### config.mk
export PLATFORM = sky130hd
export DESIGN_NAME = page_scan_top
export DESIGN_NICKNAME = d
export VERILOG_FILES = /design/src/logic/scan_pkg.sv /design/src/logic/page_scan_top.sv /design/src/logic/column_fifo_bank.sv /design/src/logic/page_scan_fsm.sv
export SDC_FILE = /design/constraint.sdc
export NUM_CORES = 2
export LEC_CHECK = 0
export BUFFER_PORTS_ARGS = -buffer_cell sky130_fd_sc_hd__buf_2
export CELL_PAD_IN_SITES_DETAIL_PLACEMENT = 0
export CELL_PAD_IN_SITES_GLOBAL_PLACEMENT = 1
export CORE_ASPECT_RATIO = 1.75
export CORE_MARGIN = 10
export CORE_UTILIZATION = 43
export DETAILED_ROUTE_END_ITERATION = 12
export PLACE_DENSITY_LB_ADDON = 0.25
export REMOVE_ABC_BUFFERS = 1
export SLEW_MARGIN = 20
export SYNTH_ARGS = -nofsm -noshare
export SYNTH_HDL_FRONTEND = slang
export SYNTH_HIERARCHICAL = 1
export SYNTH_SLANG_ARGS = --single-unit
### constraint.sdc
create_clock -name clk -period 23.6 [get_ports clk]
set_input_delay 4.72 -clock clk [delete_from_list [all_inputs] [get_ports clk]]
set_output_delay 4.72 -clock clk [all_outputs]
set_load 0.05 [all_outputs]
### src/logic/scan_pkg.sv
`default_nettype none

package scan_pkg;

  //////////////////////////////////////////////////////////////////////
  // widths
  //////////////////////////////////////////////////////////////////////

  localparam int COL_W     = 32;                   // one column word
  localparam int COL_COUNT = 8;                    // columns per table row
  localparam int BEAT_W    = COL_COUNT * COL_W;    // one data beat, 256 bits

  typedef logic [31:0] page_addr_t;                // page address on the read side

  //////////////////////////////////////////////////////////////////////
  // beat layouts
  //////////////////////////////////////////////////////////////////////

  // one table row, column 0 in the low word
  typedef struct packed {
    logic [COL_COUNT-1:0][COL_W-1:0] col;          // col[0] = bits 31:0
  } row_t;

  // first beat of every page
  typedef struct packed {
    logic [BEAT_W-COL_W-1:0] rsvd;                 // unused upper bits
    page_addr_t              next_page;            // link to the following page
  } header_t;

  // same 256-bit word, read as header or as row
  // depending on where it sits in the page
  typedef union packed {
    header_t hdr;                                  // beat 0 of a page
    row_t    row;                                  // beats 1 and up
  } beat_u;

  //////////////////////////////////////////////////////////////////////
  // scanner states
  //////////////////////////////////////////////////////////////////////

  typedef enum logic [1:0] {
    wait_page   = 2'd0,                            // watch read_page_addr
    wait_header = 2'd1,                            // page hit, header next
    load_rows   = 2'd2,                            // rows go to the bank
    skip_tail   = 2'd3                             // record_num reached
  } scan_state_t;

endpackage : scan_pkg

`default_nettype wire
### src/logic/page_scan_top.sv
`default_nettype none
`timescale 1ns/10ps

module page_scan_top #(
  parameter int PAGE_BEATS = 128,                  // beats per page, header included
  parameter int FIFO_DEPTH = 16                    // rows in the column bank
) (
  input  logic                 clk,
  input  logic                 rst,                // async, active low
  input  scan_pkg::page_addr_t target_page_addr,   // held during a scan
  input  logic [31:0]          record_num,         // held during a scan
  input  scan_pkg::page_addr_t read_page_addr,
  input  logic                 data_valid,
  input  scan_pkg::beat_u      data_in,
  input  logic                 rd_en,              // pop one row
  output scan_pkg::row_t       row_out,            // head row
  output logic                 row_empty,
  output logic                 page_hit,
  output logic                 table_scan_done
);

  import scan_pkg::*;

  logic wr_en;                                     // fsm push strobe
  row_t wr_row;                                    // row pushed with wr_en
  logic full;                                      // bank back to fsm

  //////////////////////////////////////////////////////////////////////
  // scanner and row storage
  //////////////////////////////////////////////////////////////////////

  page_scan_fsm #(
    .PAGE_BEATS (PAGE_BEATS)
  ) fsm_i (
    .clk              (clk),
    .rst              (rst),
    .target_page_addr (target_page_addr),
    .record_num       (record_num),
    .read_page_addr   (read_page_addr),
    .data_valid       (data_valid),
    .data_in          (data_in),
    .full             (full),
    .wr_en            (wr_en),
    .wr_row           (wr_row),
    .page_hit         (page_hit),
    .table_scan_done  (table_scan_done)
  );

  column_fifo_bank #(
    .FIFO_DEPTH (FIFO_DEPTH)
  ) bank_i (
    .clk       (clk),
    .rst       (rst),
    .wr_en     (wr_en),
    .wr_row    (wr_row),
    .rd_en     (rd_en),
    .row_out   (row_out),
    .full      (full),
    .row_empty (row_empty)
  );

endmodule : page_scan_top

`default_nettype wire

### src/logic/column_fifo_bank.sv
`default_nettype none
`timescale 1ns/10ps

module column_fifo_bank #(
  parameter int FIFO_DEPTH = 16                    // rows, power of two, 2 or more
) (
  input  logic           clk,
  input  logic           rst,                      // async, active low
  input  logic           wr_en,                    // push, writer checks full
  input  scan_pkg::row_t wr_row,
  input  logic           rd_en,                    // pop, ignored when empty
  output scan_pkg::row_t row_out,                  // head row, show-ahead
  output logic           full,
  output logic           row_empty
);

  import scan_pkg::*;

  localparam int PTR_W = $clog2(FIFO_DEPTH);

  logic [PTR_W-1:0] wr_ptr;                        // next free slot
  logic [PTR_W-1:0] rd_ptr;                        // head slot
  logic [PTR_W:0]   occ;                           // rows held, 0..FIFO_DEPTH
  logic             pop;                           // qualified read

  //////////////////////////////////////////////////////////////////////
  // flags from occupancy before the edge
  //////////////////////////////////////////////////////////////////////

  assign full      = (occ == (PTR_W+1)'(FIFO_DEPTH));
  assign row_empty = (occ == '0);

  assign pop = rd_en && !row_empty;                // empty read dropped here

  //////////////////////////////////////////////////////////////////////
  // shared pointers
  //////////////////////////////////////////////////////////////////////

  // one pointer pair serves every column,
  // all columns move together
  always_ff @(posedge clk or negedge rst)
  begin
    if (!rst)
      wr_ptr <= '0;
    else if (wr_en)
      wr_ptr <= wr_ptr + PTR_W'(1);                // wraps at FIFO_DEPTH
  end

  always_ff @(posedge clk or negedge rst)
  begin
    if (!rst)
      rd_ptr <= '0;
    else if (pop)
      rd_ptr <= rd_ptr + PTR_W'(1);
  end

  always_ff @(posedge clk or negedge rst)
  begin
    if (!rst)
      occ <= '0;
    else
    begin
      case ({wr_en, pop})
        2'b10:   occ <= occ + (PTR_W+1)'(1);       // push only
        2'b01:   occ <= occ - (PTR_W+1)'(1);       // pop only
        default: occ <= occ;                       // both or neither
      endcase
    end
  end

  //////////////////////////////////////////////////////////////////////
  // column storage
  //////////////////////////////////////////////////////////////////////

  genvar c;
  generate
    for (c = 0; c < COL_COUNT; c++)
    begin : g_col
      logic [COL_W-1:0] mem [FIFO_DEPTH];          // one column's words

      always_ff @(posedge clk)
      begin
        if (wr_en)
          mem[wr_ptr] <= wr_row.col[c];            // visible next cycle
      end

      assign row_out.col[c] = mem[rd_ptr];         // async read of head
    end
  endgenerate

endmodule : column_fifo_bank

`default_nettype wire

### src/logic/page_scan_fsm.sv
`default_nettype none
`timescale 1ns/10ps

module page_scan_fsm #(
  parameter int PAGE_BEATS = 128                     // beats per page, header included
) (
  input  logic                 clk,
  input  logic                 rst,                  // async, active low
  input  scan_pkg::page_addr_t target_page_addr,     // first page of the table
  input  logic [31:0]          record_num,           // rows wanted in total
  input  scan_pkg::page_addr_t read_page_addr,       // page being read now
  input  logic                 data_valid,           // one beat per high cycle
  input  scan_pkg::beat_u      data_in,
  input  logic                 full,                 // bank has no free row
  output logic                 wr_en,                // push wr_row this edge
  output scan_pkg::row_t       wr_row,
  output logic                 page_hit,             // inside a matched page
  output logic                 table_scan_done       // sticky until reset
);

  import scan_pkg::*;

  localparam int BCNT_W = $clog2(PAGE_BEATS + 1);  // holds 0..PAGE_BEATS

  scan_state_t       state;                        // current state
  scan_state_t       state_nxt;                    // next state
  logic [BCNT_W-1:0] beat_cnt;                     // beats of this page taken
  logic [31:0]       row_cnt;                      // rows written toward record_num
  page_addr_t        link_addr;                    // next_page of last header
  logic              link_vld;                     // link_addr holds a real header value
  logic              addr_match;                   // read address names our page
  logic              last_beat;                    // valid beat closes the page
  logic              last_row;                     // this write reaches record_num

  //////////////////////////////////////////////////////////////////////
  // match and beat decode
  //////////////////////////////////////////////////////////////////////

  // link only counts once a header was seen,
  // else page 0 would match out of reset
  assign addr_match = (read_page_addr == target_page_addr) ||
                      (link_vld && (read_page_addr == link_addr));

  assign last_beat = data_valid &&
                     (beat_cnt == BCNT_W'(PAGE_BEATS - 1));   // beat number PAGE_BEATS

  // no stall to the source, a beat seen while full is dropped
  assign wr_en = (state == load_rows) && data_valid && !full &&
                 (row_cnt < record_num);

  assign wr_row = data_in.row;                     // row view of the beat

  assign last_row = wr_en && ((row_cnt + 32'd1) == record_num);

  //////////////////////////////////////////////////////////////////////
  // next state
  //////////////////////////////////////////////////////////////////////

  always_comb
  begin
    state_nxt = state;                             // hold by default
    case (state)
      wait_page:
        if (addr_match)
          state_nxt = wait_header;                 // hit, header comes first
      wait_header:
        if (data_valid)
          state_nxt = load_rows;                   // header taken
      load_rows:
        if (last_beat)
          state_nxt = wait_page;                   // page end wins over done
        else if (last_row)
          state_nxt = skip_tail;
      skip_tail:
        if (last_beat)
          state_nxt = wait_page;
      default:
        state_nxt = wait_page;
    endcase
  end

  //////////////////////////////////////////////////////////////////////
  // registers
  //////////////////////////////////////////////////////////////////////

  always_ff @(posedge clk or negedge rst)
  begin
    if (!rst)
    begin
      state    <= wait_page;
      page_hit <= 1'b0;
    end
    else
    begin
      state    <= state_nxt;
      page_hit <= (state_nxt != wait_page);       // high from hit edge to page end
    end
  end

  // beat counter, header counts as beat 1
  always_ff @(posedge clk or negedge rst)
  begin
    if (!rst)
      beat_cnt <= '0;
    else if (state_nxt == wait_page)
      beat_cnt <= '0;                              // idle or page just ended
    else if (data_valid && (state != wait_page))
      beat_cnt <= beat_cnt + BCNT_W'(1);
  end

  // row counter runs across pages until record_num
  always_ff @(posedge clk or negedge rst)
  begin
    if (!rst)
      row_cnt <= '0;
    else if (last_row)
      row_cnt <= '0;                               // cleared when done is set
    else if (wr_en)
      row_cnt <= row_cnt + 32'd1;
  end

  always_ff @(posedge clk or negedge rst)
  begin
    if (!rst)
      table_scan_done <= 1'b0;
    else if (last_row)
      table_scan_done <= 1'b1;                     // never falls
  end

  always_ff @(posedge clk or negedge rst)
  begin
    if (!rst)
      link_vld <= 1'b0;
    else if ((state == wait_header) && data_valid)
      link_vld <= 1'b1;                            // first header seen
  end

  // link address, read through the header view
  always_ff @(posedge clk)
  begin
    if ((state == wait_header) && data_valid)
      link_addr <= data_in.hdr.next_page;
  end

endmodule : page_scan_fsm

`default_nettype wire

==> metrics.md <==
| Metric | Value |
|---|---|
| Outcome | complete, no violations |
| GRT Resource Usage Total | 20.7% |
| Hold violation count in the final report | 0 |
| Period utilization | 48.4% |
| Startpoint types | register |
| Hold depth | 1 |
| Start of the worst register-to-register path | fsm_i/row_cnt[17]$_DFFE_PN0P_ |
| Share of flip-flops with an asynchronous set or reset | 1.39% |
| Initial Util | 43.1% |
| Crit. path cell count | 8 |
| Post-CTS Setup Bufs | 0 |
| FF+latch count, synth | 4186 |
| WL final | 434 mm |
| Seq/Total Area, Yosys | 76.4% |
| Clock sink total | 4186 |
| TritonCTS Buffers | 381 |
| Die height | 838 µm |
| Met3 WL post-DR | 26.0 mm |
| Slew @ Worst Pin | 1230 ps |
| Gate power share | 8.4% |
| Gpl congestion | 0.830 |
| Synth cell types | 60 |
| Critical-path maximum fanout | 54 |
| Clk_lat worst skew | 970 ps |
| Drt via density | 5.85 |
| Switching Share | 22.7% |
| Maximum clock skew at final layout | 64.4 ps |
| Largest area contributor in the netlist | edfxtp_1 |
| Critical Path AT | 6690 ps |
| Hold buffers post-CTS | 0 |
| Worst Reg2Reg Path Length in Cells | 15 |
| DR top layer | met5 |
| First-pass GRT wire length | 625 mm |
| Clock transition at path regs | 60 ps |
| Post-synth EDFFs | 4128 |
| Crit path max-delay family | buffers and inverters |
| Part of the power in registers | 52.0% |
| Layout cells sized above 1 | 20.6% |
| Area Growth Syn to Fin | 11.5% |
| Top post-synthesis cells by area | edfxtp_1 75%, mux4_2 7.1%, mux2i_1 6.2% |
| Hold Startpoint | fsm_i/link_vld$_DFFE_PN0P_ |
| Final setup fails | 0 |
| Slew HR | 18.3% |
| Worst hold slack | 488 ps |
| Fin crit period | 11410 ps |
| Power Internal | 12.1 mW |
| M1 WL | 175 mm |
| Critical Path Max Stage Delay | 920 ps |
| Commonest cells after routing, fill and taps aside | 4128 x edfxtp_1, 1023 x mux2i_1, 614 x buf_2, 515 x mux4_2, 510 x a221oi_1 |
| Overflow after GRT | 0 |
| WL per Instance | 30.8 µm |
| Vias | 82300 |
| Root Buffer | clkbuf_16 |
| Port bufs | 614 |
| Mean Syn Cell Area | 19.8 µm² |
| CTS resizes | 0 |
| Crit path cell chain | buf_4 -> buf_4 -> buf_4 -> buf_4 -> mux4_2 -> a22oi_1 -> nand2_1 -> buf_2 |
| Pwr dens | 85.8 nW/µm² |
| Largest net degree at the start of global routing | 159 |
| TritonCTS clock tree | yes |
| RSZ-0062 raised after global routing | no |
| Core area | 381000 µm² |
| Number of global-route vias before repair | 85800 |
| Worst-path cell with the longest stage delay | buf_4 |
| Ys flop type | edfxtp_1 |
| Place WS | 12710 ps |
| Setup Total Neg Slack | 0 ps |
| Leak Pwr | 55.9 nW |
| Antenna-violating nets left | 0 |
| Max rail drop VDD | 73.5 µV |
| Fillers | 31300 |
| Met2 Routed Length | 222 mm |
| Max Root-Sink Buffers | 4 |
| Cell area after synthesis | 164000 µm² |
| Warnings, synthesis | 6 |
| Sw Pwr | 3.57 mW |
| Setup crit end kind | output port |
| Row cnt | 300 |
| Share of the synthesized area in the top cell type | 75.5% |
| Fin nets | 9150 |
| Mapped Cells | 8312 |
| Fmax | 87.6 MHz |
| I/O pin count | 615 |
| Drt first-iter violations | 7362 |
| H-tree Lvls | 5 |
| Final slew viol count | 0 |
| Die area | 408000 µm² |
| Clock group share of total power | 39.6% |
| Max Cap Viol | 0 |
| Worst path required time | 18880 ps |
| Most common cell after layout, fill and taps aside | edfxtp_1 |
| Post-route DRC | 0 |
| Drt pass-1 iters | 8 |
| Die Wd | 487 µm |
| Cell mode on critical path | buf_4 |
| Worst setup margin | 12190 ps |
| CP Launch Point | bank_i/rd_ptr[0]$_DFFE_PN0N_ |
| Hold WC Path Type | register to register |
| Buf/Inv on CP | 5 |
| Initial antenna violation count | 112 |
| Setup CP Type | register to output port |
| Dpl hpwl | 237 mm |
## flip-flops by register name, summed over array words and instances (netlist names)
signal / cells
bank_i/g_col.mem: 4096
fsm_i/link_addr: 32
fsm_i/row_cnt: 32
fsm_i/beat_cnt: 8
bank_i/occ: 5
bank_i/rd_ptr: 4
bank_i/wr_ptr: 4
fsm_i/state: 2
fsm_i/link_vld: 1
fsm_i/page_hit: 1
fsm_i/table_scan_done: 1
## layout make-up
class | instances | area, µm² | share of cell area (%)
antenna | 36 | 90.1 | 0.0492
clock buffer | 465 | 10000 | 5.48
clock inverter | 217 | 2280 | 1.24
inverter | 44 | 173 | 0.0942
multi-input combinational | 3363 | 34400 | 18.8
sequential | 4186 | 125000 | 68.5
tap | 4983 | 6230 | 3.40
timing repair buffer | 774 | 4550 | 2.48
## through the flow
step | instance area (µm²) | power, mW | std cells | utilization (%)
6_report | 183000 | 15.7 | 14100 | 48.1
5_1_grt | 183000 | 16.2 | 14000 | 48.1
4_1_cts | 183000 | 15.9 | 14000 | 48.1
3_5_place_dp | 171000 | 9.68 | 13300 | 44.8
3_3_place_gp | 171000 | 9.67 | 13300 | 44.8
2_1_floorplan | 160000 | 12.5 | 7593 | -
## path summary, 6_finish.rpt
path | to | slack, ps
setup reg to reg | bank_i/g_col[1].mem[4][29]$_DFFE_PP_ | 17060
setup / recovery | row_out[152] | 12190
min in group asynchronous | fsm_i/table_scan_done$_DFFE_PN0P_ | 3990
hold reg to reg | fsm_i/link_vld$_DFFE_PN0P_ | 490
max in group asynchronous | bank_i/rd_ptr[1]$_DFFE_PN0N_ | 18960
hold / removal | fsm_i/link_vld$_DFFE_PN0P_ | 490
## kinds of logic after synthesis
| logic type | synth area share, % |
|---|---|
| adder cells (fa/ha/maj) | 0.340 |
| AO/OA/AOI/OAI | 5.16 |
| flip-flops | 76.4 |
| buffers and inverters | 2.77 |
| XOR/XNOR | 0.661 |
| AND/OR/NAND/NOR | 1.40 |
| multiplexers | 13.3 |
## worst register-to-register path: stages, from the launching register on
cell	delay, ps
dfrtp_1	570
ha_1	330
a21oi_1	140
nor2_1	70
a211oi_1	240
o21ai_0	130
o21a_1	190
a2111o_1	350
buf_4	240
inv_1	230
buf_4	320
nand2_1	300
nor2_4	670
buf_4	770
buf_4	800
buf_4	730
## power groups by stage
stage                     Clock [mW]  Combinational, mW  Sequential [mW]
final                           6.23               1.33             8.17
after global routing            6.61               1.42             8.16
after CTS                       6.33               1.36             8.17
after detailed placement           0               1.35             8.33
after global placement             0               1.34             8.33
after floorplan                    0               3.94             8.54
## synthesized netlist by cell type, types with 3 or more instances
master,count
edfxtp_1,4128
mux2i_1,1023
mux4_2,515
a221oi_1,510
buf_4,344
nand2_1,302
a22oi_1,255
o21ai_0,245
clkbuf_1,238
buf_2,77
xnor2_1,67
dfrtp_1,58
xor2_1,57
nor2_1,49
o21ai_1,46
inv_1,44
ha_1,43
buf_6,39
nand4_1,34
a21oi_1,26
nor3_1,25
nand3_1,21
buf_1,20
nor4_1,19
a22o_1,18
and3_1,16
a21o_1,15
nor2b_1,13
or3_1,9
o211ai_1,6
and2_1,4
nand2b_1,4
o21a_1,4
a211oi_1,3
## layer usage
metal  vias to the layer above  track usage, %
li1                      35100               -
met1                     43900            27.1
met2                      2601            36.1
met3                       642            3.39
met4                        48            5.17
met5                         -               0
Note: power is estimated with default switching activity, not from simulation.
